$ cat src/logic/cnv_pkg.sv
`default_nettype none

package cnv_pkg;

    // ========================================
    // Widths
    // ========================================

    // Activation and weight word, signed
    localparam int DATA_WIDTH = 8;
    // Full product of two words
    localparam int PROD_WIDTH = 2 * DATA_WIDTH;

    // Default geometry of one PE row
    localparam int BLOCK_DEPTH_DEF = 8;
    localparam int LEN_PSUM_DEF    = 6;

    // Three columns of lane products, default depth
    localparam int MAC_WIDTH  = PROD_WIDTH + $clog2(3 * BLOCK_DEPTH_DEF);
    // Headroom for repeated kernel-row accumulation
    localparam int PSUM_WIDTH = MAC_WIDTH + 2;

    // ========================================
    // Types
    // ========================================

    typedef logic signed [DATA_WIDTH-1:0] data_t;
    typedef logic signed [PROD_WIDTH-1:0] prod_t;
    typedef logic signed [MAC_WIDTH-1:0]  mac_t;
    typedef logic signed [PSUM_WIDTH-1:0] psum_t;

    // Window sequencer states
    typedef enum logic [1:0] {
        IDLE,
        RUN,
        ACC
    } ctrl_state_t;

endpackage

`default_nettype wire

$ cat src/logic/sparse_mac.sv
`timescale 1ns/1ps
`default_nettype none

module sparse_mac #(
    parameter int  BLOCK_DEPTH = cnv_pkg::BLOCK_DEPTH_DEF,
    localparam int LANE_W      = (BLOCK_DEPTH > 1) ? $clog2(BLOCK_DEPTH) : 1
) (
    input  wire                                      clk,
    input  wire                                      rst_n,
    input  wire                                      start,
    input  wire  [BLOCK_DEPTH-1:0]                   flg_act,
    input  wire  [cnv_pkg::DATA_WIDTH*BLOCK_DEPTH-1:0] act,
    input  wire  [BLOCK_DEPTH-1:0]                   flg_wei,
    input  wire  [cnv_pkg::DATA_WIDTH*BLOCK_DEPTH-1:0] wei,
    input  wire  cnv_pkg::mac_t                      chain_in,
    output cnv_pkg::mac_t                            mac_sum,
    output logic                                     fnh
);

    import cnv_pkg::*;

    // ========================================
    // Lane selection
    // ========================================

    // Lanes where both operands are nonzero
    logic [BLOCK_DEPTH-1:0] lane_mask;
    // Lanes still to be multiplied
    logic [BLOCK_DEPTH-1:0] pending;
    // Pending set with its lowest bit dropped
    logic [BLOCK_DEPTH-1:0] pending_nxt;
    logic [LANE_W-1:0]      lane_sel;
    data_t                  lane_act;
    data_t                  lane_wei;
    prod_t                  lane_prod;
    mac_t                   acc;

    assign lane_mask   = flg_act & flg_wei;
    assign pending_nxt = pending & (pending - 1'b1);

    // Priority pick, lowest pending lane wins
    always_comb begin
        lane_sel = '0;
        for (int i = BLOCK_DEPTH - 1; i >= 0; i--) begin
            if (pending[i]) begin
                lane_sel = LANE_W'(i);
            end
        end
    end

    // Operands of the selected lane
    assign lane_act  = act[lane_sel*DATA_WIDTH +: DATA_WIDTH];
    assign lane_wei  = wei[lane_sel*DATA_WIDTH +: DATA_WIDTH];
    assign lane_prod = lane_act * lane_wei;

    // ========================================
    // Sequencing
    // ========================================

    // One lane per cycle, fnh on the edge that takes the last lane
    always_ff @(posedge clk or negedge rst_n) begin
        if (!rst_n) begin
            pending <= '0;
            fnh     <= 1'b0;
        end else begin
            fnh <= 1'b0;
            if (start) begin
                pending <= lane_mask;
                // Empty window finishes at once
                fnh     <= ~|lane_mask;
            end else if (|pending) begin
                pending <= pending_nxt;
                if (pending_nxt == '0) begin
                    fnh <= 1'b1;
                end
            end
        end
    end

    // Accumulator, cleared at window start
    always_ff @(posedge clk) begin
        if (start) begin
            acc <= '0;
        end else if (|pending) begin
            acc <= acc + lane_prod;
        end
    end

    // Chained sum toward the next column
    assign mac_sum = acc + chain_in;

endmodule

`default_nettype wire

$ cat src/logic/cnv_row.sv
`timescale 1ns/1ps
`default_nettype none

module cnv_row #(
    parameter int BLOCK_DEPTH = cnv_pkg::BLOCK_DEPTH_DEF
) (
    input  wire                                        clk,
    input  wire                                        rst_n,
    input  wire                                        mac_start,
    input  wire                                        pls_acc,
    input  wire  [BLOCK_DEPTH-1:0]                     flg_act,
    input  wire  [cnv_pkg::DATA_WIDTH*BLOCK_DEPTH-1:0] act,
    input  wire  [BLOCK_DEPTH-1:0]                     flg_wei0,
    input  wire  [BLOCK_DEPTH-1:0]                     flg_wei1,
    input  wire  [BLOCK_DEPTH-1:0]                     flg_wei2,
    input  wire  [cnv_pkg::DATA_WIDTH*BLOCK_DEPTH-1:0] wei0,
    input  wire  [cnv_pkg::DATA_WIDTH*BLOCK_DEPTH-1:0] wei1,
    input  wire  [cnv_pkg::DATA_WIDTH*BLOCK_DEPTH-1:0] wei2,
    output logic                                       fnh0,
    output logic                                       fnh1,
    output logic                                       fnh2,
    input  wire  cnv_pkg::psum_t                       psum_in,
    output cnv_pkg::psum_t                             psum_out
);

    import cnv_pkg::*;

    localparam int VEC_W = DATA_WIDTH * BLOCK_DEPTH;

    // Per-column views of the weight ports
    logic [BLOCK_DEPTH-1:0] flg_wei_col [3];
    logic [VEC_W-1:0]       wei_col     [3];
    logic [2:0]             fnh_col;
    // chain[0] is the tied-off input of column 0
    mac_t                   chain       [4];

    assign flg_wei_col[0] = flg_wei0;
    assign flg_wei_col[1] = flg_wei1;
    assign flg_wei_col[2] = flg_wei2;
    assign wei_col[0]     = wei0;
    assign wei_col[1]     = wei1;
    assign wei_col[2]     = wei2;
    assign chain[0]       = '0;

    // ========================================
    // Kernel columns, chained 0 -> 1 -> 2
    // ========================================

    for (genvar g = 0; g < 3; g++) begin : g_col
        sparse_mac #(
            .BLOCK_DEPTH (BLOCK_DEPTH)
        ) mac_inst (
            .clk      (clk),
            .rst_n    (rst_n),
            .start    (mac_start),
            .flg_act  (flg_act),
            .act      (act),
            .flg_wei  (flg_wei_col[g]),
            .wei      (wei_col[g]),
            .chain_in (chain[g]),
            .mac_sum  (chain[g+1]),
            .fnh      (fnh_col[g])
        );
    end

    assign fnh0 = fnh_col[0];
    assign fnh1 = fnh_col[1];
    assign fnh2 = fnh_col[2];

    // Window sum onto the stored partial sum
    always_ff @(posedge clk or negedge rst_n) begin
        if (!rst_n) begin
            psum_out <= '0;
        end else if (pls_acc) begin
            psum_out <= psum_in + chain[3];
        end
    end

endmodule

`default_nettype wire

$ cat src/logic/psum_buffer.sv
`timescale 1ns/1ps
`default_nettype none

module psum_buffer #(
    parameter int  LEN_PSUM = cnv_pkg::LEN_PSUM_DEF,
    localparam int ADDR_W   = (LEN_PSUM > 1) ? $clog2(LEN_PSUM) : 1
) (
    input  wire                    clk,
    input  wire                    rst_n,
    input  wire                    clr,
    input  wire  [ADDR_W-1:0]      rd_addr,
    output cnv_pkg::psum_t         rd_data,
    input  wire                    wr_en,
    input  wire  [ADDR_W-1:0]      wr_addr,
    input  wire  cnv_pkg::psum_t   wr_data
);

    import cnv_pkg::*;

    // One partial sum per output position of the row
    psum_t mem [LEN_PSUM];

    // ========================================
    // Write side
    // ========================================

    // Clear wins over a write in the same cycle
    always_ff @(posedge clk or negedge rst_n) begin
        if (!rst_n) begin
            for (int i = 0; i < LEN_PSUM; i++) begin
                mem[i] <= '0;
            end
        end else if (clr) begin
            for (int i = 0; i < LEN_PSUM; i++) begin
                mem[i] <= '0;
            end
        end else if (wr_en) begin
            mem[wr_addr] <= wr_data;
        end
    end

    // ========================================
    // Read side
    // ========================================

    // Combinational read at the current position
    assign rd_data = mem[rd_addr];

endmodule

`default_nettype wire

$ cat src/logic/pe_ctrl.sv
`timescale 1ns/1ps
`default_nettype none

module pe_ctrl #(
    parameter int  LEN_PSUM = cnv_pkg::LEN_PSUM_DEF,
    localparam int ADDR_W   = (LEN_PSUM > 1) ? $clog2(LEN_PSUM) : 1
) (
    input  wire               clk,
    input  wire               rst_n,
    input  wire               win_start,
    input  wire               buf_clr,
    input  wire               fnh0,
    input  wire               fnh1,
    input  wire               fnh2,
    output logic              mac_start,
    output logic              pls_acc,
    output logic              busy,
    output logic              row_done,
    output logic              psum_valid,
    output logic [ADDR_W-1:0] addr,
    output logic [ADDR_W-1:0] psum_wr_addr
);

    import cnv_pkg::*;

    localparam logic [ADDR_W-1:0] ADDR_LAST = ADDR_W'(LEN_PSUM - 1);

    ctrl_state_t state;
    // Finish pulses seen so far this window
    logic [2:0]  fnh_seen;
    logic [2:0]  fnh_all;

    assign fnh_all = fnh_seen | {fnh2, fnh1, fnh0};
    assign busy    = (state != IDLE);
    // Accumulate for exactly the one ACC cycle
    assign pls_acc = (state == ACC);

    // ========================================
    // Window FSM
    // ========================================

    always_ff @(posedge clk or negedge rst_n) begin
        if (!rst_n) begin
            state      <= IDLE;
            fnh_seen   <= '0;
            mac_start  <= 1'b0;
            psum_valid <= 1'b0;
            row_done   <= 1'b0;
        end else begin
            mac_start  <= 1'b0;
            // Result leaves cnv_row one cycle after the accumulate
            psum_valid <= pls_acc;
            row_done   <= pls_acc && (addr == ADDR_LAST);
            case (state)
                IDLE: begin
                    // A start while busy never reaches here
                    if (win_start) begin
                        state     <= RUN;
                        mac_start <= 1'b1;
                        fnh_seen  <= '0;
                    end
                end
                RUN: begin
                    fnh_seen <= fnh_all;
                    if (&fnh_all) begin
                        state <= ACC;
                    end
                end
                ACC: begin
                    state <= IDLE;
                end
                default: begin
                    state <= IDLE;
                end
            endcase
        end
    end

    // Position counter, wraps at the end of a row
    always_ff @(posedge clk or negedge rst_n) begin
        if (!rst_n) begin
            addr         <= '0;
            psum_wr_addr <= '0;
        end else begin
            // Write-back target trails the read by one cycle
            if (pls_acc) begin
                psum_wr_addr <= addr;
            end
            if (buf_clr) begin
                addr <= '0;
            end else if (pls_acc) begin
                addr <= (addr == ADDR_LAST) ? '0 : addr + 1'b1;
            end
        end
    end

endmodule

`default_nettype wire

$ cat src/logic/pe_row_top.sv
`timescale 1ns/1ps
`default_nettype none

module pe_row_top #(
    parameter int  BLOCK_DEPTH = cnv_pkg::BLOCK_DEPTH_DEF,
    parameter int  LEN_PSUM    = cnv_pkg::LEN_PSUM_DEF,
    localparam int ADDR_W      = (LEN_PSUM > 1) ? $clog2(LEN_PSUM) : 1
) (
    input  wire                                        clk,
    input  wire                                        rst_n,
    input  wire                                        win_start,
    input  wire                                        buf_clr,
    input  wire  [BLOCK_DEPTH-1:0]                     flg_act,
    input  wire  [cnv_pkg::DATA_WIDTH*BLOCK_DEPTH-1:0] act,
    input  wire  [BLOCK_DEPTH-1:0]                     flg_wei0,
    input  wire  [BLOCK_DEPTH-1:0]                     flg_wei1,
    input  wire  [BLOCK_DEPTH-1:0]                     flg_wei2,
    input  wire  [cnv_pkg::DATA_WIDTH*BLOCK_DEPTH-1:0] wei0,
    input  wire  [cnv_pkg::DATA_WIDTH*BLOCK_DEPTH-1:0] wei1,
    input  wire  [cnv_pkg::DATA_WIDTH*BLOCK_DEPTH-1:0] wei2,
    output logic                                       busy,
    output cnv_pkg::psum_t                             psum,
    output logic [ADDR_W-1:0]                          psum_addr,
    output logic                                       psum_valid,
    output logic                                       row_done
);

    import cnv_pkg::*;

    // ========================================
    // Internal nets
    // ========================================

    logic              mac_start;
    logic              pls_acc;
    logic              fnh0;
    logic              fnh1;
    logic              fnh2;
    // Read position of the current window
    logic [ADDR_W-1:0] addr;
    // Stored partial sum at addr
    psum_t             psum_rd;

    pe_ctrl #(
        .LEN_PSUM (LEN_PSUM)
    ) pe_ctrl_inst (
        .clk          (clk),
        .rst_n        (rst_n),
        .win_start    (win_start),
        .buf_clr      (buf_clr),
        .fnh0         (fnh0),
        .fnh1         (fnh1),
        .fnh2         (fnh2),
        .mac_start    (mac_start),
        .pls_acc      (pls_acc),
        .busy         (busy),
        .row_done     (row_done),
        .psum_valid   (psum_valid),
        .addr         (addr),
        .psum_wr_addr (psum_addr)
    );

    cnv_row #(
        .BLOCK_DEPTH (BLOCK_DEPTH)
    ) cnv_row_inst (
        .clk       (clk),
        .rst_n     (rst_n),
        .mac_start (mac_start),
        .pls_acc   (pls_acc),
        .flg_act   (flg_act),
        .act       (act),
        .flg_wei0  (flg_wei0),
        .flg_wei1  (flg_wei1),
        .flg_wei2  (flg_wei2),
        .wei0      (wei0),
        .wei1      (wei1),
        .wei2      (wei2),
        .fnh0      (fnh0),
        .fnh1      (fnh1),
        .fnh2      (fnh2),
        .psum_in   (psum_rd),
        .psum_out  (psum)
    );

    // Result written back in its psum_valid cycle
    psum_buffer #(
        .LEN_PSUM (LEN_PSUM)
    ) psum_buffer_inst (
        .clk     (clk),
        .rst_n   (rst_n),
        .clr     (buf_clr),
        .rd_addr (addr),
        .rd_data (psum_rd),
        .wr_en   (psum_valid),
        .wr_addr (psum_addr),
        .wr_data (psum)
    );

endmodule

`default_nettype wire

$ cat config.mk
export PLATFORM = sky130hd
export DESIGN_NAME = pe_row_top
export DESIGN_NICKNAME = d
export VERILOG_FILES = /design/src/logic/cnv_pkg.sv /design/src/logic/sparse_mac.sv /design/src/logic/cnv_row.sv /design/src/logic/psum_buffer.sv /design/src/logic/pe_ctrl.sv /design/src/logic/pe_row_top.sv
export SDC_FILE = /design/constraint.sdc
export NUM_CORES = 2
export LEC_CHECK = 0
export ABC_CLOCK_PERIOD_IN_PS = 23000
export BUFFER_PORTS_ARGS = -buffer_cell sky130_fd_sc_hd__buf_2
export CORE_UTILIZATION = 50
export DETAILED_ROUTE_END_ITERATION = 16
export HOLD_SLACK_MARGIN = 0.05
export PLACE_DENSITY = 0.77
export SLEW_MARGIN = 25
export SYNTH_ARGS = -nofsm -noshare
export SYNTH_HDL_FRONTEND = slang
export SYNTH_SLANG_ARGS = --single-unit
$ cat constraint.sdc
create_clock -name clk -period 23 [get_ports clk]
set_clock_uncertainty 0.1 [all_clocks]
set_input_delay 2.3 -clock clk [delete_from_list [all_inputs] [get_ports clk]]
set_output_delay 2.3 -clock clk [all_outputs]
set_load 0.03 [all_outputs]
# Word-level counts from Yosys, hierarchy flattened

Index checks and enable logic that the tools add are counted.

Bits in registers: 265
Bits of input ports: 292
Output and inout port bits: 29
Logic and storage cells: 141

$add $sub $neg: 10
Multiply operators: 3
Magnitude comparators: 3
Eq/ne operators: 5
Shifts and indexed selects: 6
Mux-type cells: 57
Bitwise operators: 9
Reductions and logical operators: 25

Operators by type and width:

| cell                                                                 | count |
|---|---|
| 64-bit by 7-bit variable part select with 8-bit output               | 6 |
| 138-bit 2-to-1 mux                                                   | 2 |
| 138-bit bitwise mux                                                  | 1 |
| 3-bit 2-to-1 mux                                                     | 28 |
| 23-bit binary-select mux with 3-bit select                           | 1 |
| 23-bit demux with 3-bit select                                       | 1 |
| 23-bit 2-to-1 mux                                                    | 3 |
| 21-bit by 16-bit adder with 21-bit output                            | 3 |
| 8-bit AND                                                            | 6 |
| 8-bit by 8-bit multiplier with 16-bit output                         | 3 |
| 8-bit 2-to-1 mux                                                     | 6 |
| 8-bit OR reduction                                                   | 6 |
| 21-bit adder                                                         | 2 |
| 8-bit logical NOT                                                    | 3 |
| 8-bit by 1-bit subtractor with 8-bit output, second input constant   | 3 |
| 23-bit by 21-bit adder with 23-bit output                            | 1 |
| 2-bit nonzero test                                                   | 7 |
| 1-bit 2-to-1 mux                                                     | 11 |
| 4-bit greater-or-equal comparator, second input constant             | 2 |
| 3-bit NOT with 4-bit output                                          | 2 |
| 3-bit one-hot mux with 2 select lines                                | 1 |
| 4-bit by 1-bit < comparator with 1-bit output, second input constant | 1 |
| 2-bit 2-to-1 mux                                                     | 2 |
| 2-bit one-hot mux with 2 select lines                                | 1 |
| 12 further kinds                                                     | 16 |

# Logic depth before layout (Yosys ltp)

Depth after elaboration: 11
Mapped depth: 30
Mapped depth without buffers: 29

# By module

Synthesis repeated with hierarchy kept, for this count alone.

Cell total of the unflattened synthesis: 3,380
Area, all modules: 30,767.0 um^2

By module, submodules not included:

| module                                      | instances | cells each | area each (um^2) | sequential area each (um^2) |
|---|---|---|---|---|
| sparse_mac (cnv_row_inst.g_col[2].mac_inst) | 1         | 857        | 7,208.2          | 645.6 |
| sparse_mac (cnv_row_inst.g_col[1].mac_inst) | 1         | 771        | 7,161.9          | 645.6 |
| psum_buffer                                 | 1         | 742        | 6,860.3          | 3,453.3 |
| sparse_mac (cnv_row_inst.g_col[0].mac_inst) | 1         | 710        | 6,839.1          | 645.6 |
| cnv_row                                     | 1         | 250        | 2,132.0          | 575.6 |
| pe_ctrl                                     | 1         | 50         | 565.5            | 350.3 |

# Worst setup path before layout

No wires, ideal clock.

Path kind: input to register
Start: input act[31] in the netlist's numbering
End: register cnv_row_inst.g_col[0].mac_inst.acc[20]
Setup time: 0.130 ns
Arrival time: 8.178 ns
Required time: 22.770 ns
Slack: 14.592 ns
Stages on the path: 20
Buffers on the path: 0
Cell sequence: mux4_2 mux2_2 nor2b_1 fa_1 fa_1 fa_1 inv_1 fa_1 inv_1 ha_1 ha_1 a21o_1 a21o_1 a21o_1 a21oi_1 o21ai_1 a41oi_1 mux2i_1 o21ai_1 nor3b_2

Cells in the longest elaborated chain, start to end: 3

RTL lines:

| what                                                   | RTL line         | RTL |
|---|---|---|
| start: declaration                                     | pe_row_top.sv:14 | `input wire [cnv_pkg::DATA_WIDTH*BLOCK_DEPTH-1:0] act,` |
| 64-bit by 7-bit variable part select with 8-bit output | sparse_mac.sv:52 | `assign lane_act = act[lane_sel*DATA_WIDTH +: DATA_WIDTH];` |
| 8-bit by 8-bit multiplier with 16-bit output           | sparse_mac.sv:54 | `assign lane_prod = lane_act * lane_wei;` |
| 21-bit by 16-bit adder with 21-bit output              | sparse_mac.sv:85 | `acc <= acc + lane_prod;` |
| end signal: assignment                                 | sparse_mac.sv:85 |  |
| end: declaration                                       | sparse_mac.sv:36 | `mac_t acc;` |

Every way passes these cells.
A chain may end at the register's enable or synchronous reset.

# Worst setup path after layout

Start: input act[47] in the netlist's numbering
End: register cnv_row_inst.g_col[0].mac_inst.acc[20]

The elaborated chain is that of the path after synthesis.

==> results.cfg <==
[placed_design]
gp_congestion = 0.882
dp_cells = 3855
port_buffers = 320
hpwl_um = 58500

[detailed_routing]
remaining_drc_errors = 0
drt_wl_total_um = 74700
vias_per_cell = 5.68
dr_total_vias = 22235
firstDrtPassIters = 5
drt_iter0_drc = 1946
wire_per_inst_um = 19.1
antenna_left = 0

[cts]
ctsResizeCount = 0
cts_tree = yes
clkSinkCount = 265
cts_buffers = 34
htreeDepth = 2
cts_hold_buf = 0
cts_max_path_buffers = 3
clock_latency_ps = 570
path_clk_slew_ps = 60
ctsRootBufferMaster = clkbuf_16
post_cts_buffers = 0

[finish]
final_cells = 3917
fillCellCount = 4648
drive_above_1_share_pct = 19.8
final_util_pct = 56.9
area_growth_pct = 12.4
nNetsFinal = 3918

[synth]
synth_area_leaders = fa_1, dfrtp_1, mux4_2
netlist.area_leader.share_pct = 21.5
synth_cells = 2871
synth_edf_count = 0
ys_seq_elements = 265
yosysMostFrequentCell = nand2_1
yosys_warnings = 0
synth.cell_area_mm2 = 0.0280
async_flop_share_pct = 76.2
postSynthAreaPerCell_um2 = 9.74
synth.distinct_cells = 77
ys_seq_area_share_pct = 22.6
yosys.area.top_type = fa_1
synthTopCellsByCount = nand2_1, fa_1, inv_1, a21oi_1, dfrtp_1
synth_ff_type = dfrtp_1
syn_nets = 3646

[sta]
finalCritPeriodShare_pct = 33.9
fmax_mhz = 128
setup_viol = 0
worstMarginPinSlew_ps = 1020
slew_violations = 0
setup_tns_ps = 0
rsz0062_at_grt = false
finalHoldViolCount = 0
period_minus_slack_ps = 7790
slew_headroom_pct = 31.6

[global_routing]
gr-usage-met3_pct = 6.26
grt_pass1_wl_um = 118000
grt_max_degree = 82
grt_use_met1_pct = 36.2
grtUsageTotal_pct = 26.6
grt_pass1_vias = 22138
antenna_found_initial = 6
top_usage_layer = met2
met2_usage_pct = 42.9
grt-ovfl-total = 0

[critical_path]
rr_worst_depth = 24
rr_startpoint = cnv_row_inst.g_col[0].mac_inst.pending[0]$_DFFE_PN0P_
end_kind = flop
path_max_fanout = 13
r2r-end = cnv_row_inst.g_col[0].mac_inst.acc[20]$_SDFFE_PP0P_
crit_arrival_ps = 8110
cp-start-kind = input port
reg2reg_slack_ps = 15410
cp_data_required_time_ps = 23320
criticalPathCategory = input port to flop

[die]
rows = 86
die_x_um = 238
core_mm2 = 0.0552
start_util_pct = 50.7
die_area_mm2 = 0.0569
die_y_um = 238
ios = 321

[worst_hold_path]
hold_depth = 1
hp-class = flop to flop
hold_end = pe_ctrl_inst.state[0]$_DFFE_PN0P_
hold_start = pe_ctrl_inst.state[1]$_DFFE_PN0P_

[status]
status = finished clean

[flow_run]
max_cap_viol_count = 0
layout by cell type (no fill, tap or decap), types with 29 or more instances in the layout:
cell type and instances:
a21oi_1 271, a21o_1 34, mux2i_1 29, fa_1 300, mux2i_4 38, clkbuf_16 34, dfrtp_1 200, mux4_2 119
buf_2 318, nand3_1 46, o21ai_0 99, dfxtp_1 63, xnor2_1 67, nand2_1 481, nor2_1 188, ha_1 183
nand2b_1 32, inv_1 290
through the flow:
stage	setup WS (ps)	hold WS [ps]	cell area, µm²
2_1_floorplan	14590	341	28000
3_3_place_gp	14480	373	30300
3_5_place_dp	14370	381	30300
4_1_cts	14890	363	31400
5_1_grt	14910	401	31400
6_report	15210	374	31400
worst max-delay path: stages:
cell	delay [ps]
buf_2	110
mux4_2	460
mux2_2	410
nor2b_1	180
buf_4	220
fa_1	490
fa_1	520
fa_1	540
inv_1	50
fa_1	470
inv_1	40
ha_1	270
ha_1	360
a21o_1	190
a21o_1	170
a21o_1	190
a21oi_1	130
o21ai_1	130
a41oi_1	330
mux2i_1	280
o21ai_1	90
nor3b_2	150
how the worst max path moves through the flow:
stage                                                                     end  slack, ps  startpoint
after detailed placement  cnv_row_inst.g_col[0].mac_inst.acc[20]$_SDFFE_PP0P_      14370     act[15]
after CTS                 cnv_row_inst.g_col[0].mac_inst.acc[20]$_SDFFE_PP0P_      14890     act[23]
final                     cnv_row_inst.g_col[0].mac_inst.acc[20]$_SDFFE_PP0P_      15210     act[47]
after global placement    cnv_row_inst.g_col[0].mac_inst.acc[20]$_SDFFE_PP0P_      14480     act[23]
after floorplan           cnv_row_inst.g_col[0].mac_inst.acc[20]$_SDFFE_PP0P_      14590     act[31]
after global routing      cnv_row_inst.g_col[2].mac_inst.acc[19]$_SDFFE_PP0P_      14910    wei2[10]
registers in the layout, summed over array words and instances (netlist names):
signal / cells
pe_ctrl_inst.state: 2
cnv_row_inst.g_col.mac_inst.fnh: 3
cnv_row_inst.g_col.mac_inst.acc: 63
pe_ctrl_inst.row_done: 1
cnv_row_inst.g_col.mac_inst.pending: 24
pe_ctrl_inst.addr: 3
psum_buffer_inst.mem: 138
pe_ctrl_inst.psum_valid: 1
pe_ctrl_inst.mac_start: 1
pe_ctrl_inst.psum_wr_addr: 3
cnv_row_inst.psum_out: 23
pe_ctrl_inst.fnh_seen: 3
cell type report:
type / instances / area (µm²) / area share (%)
well taps: 748 / 936 / 2.98
inverters: 307 / 1150 / 3.67
clock inverters: 17 / 193 / 0.613
multi-input cells: 2188 / 20100 / 63.9
diodes: 1 / 2.50 / 0.00796
clock buffers: 44 / 918 / 2.92
repair buffers: 347 / 1820 / 5.79
flip-flops and latches: 265 / 6320 / 20.1
per-layer routing:
layer | wire, µm | part of all wire, %
met1 | 30400 | 41
met2 | 36200 | 49
met3 | 6270 | 8.4
met4 | 1720 | 2.3
met5 | 47 | 0.063
cells by family after synthesis:
family	share of synthesized area, %
compound gates	10.8
buf+inv	5.96
fa+ha+maj	29.7
flops	22.6
xor+xnor	2.94
mux	14.1
simple gates	13.9
Power is not shown: default switching activity piles up to over one toggle a cycle in this logic, so the estimate is an artifact.
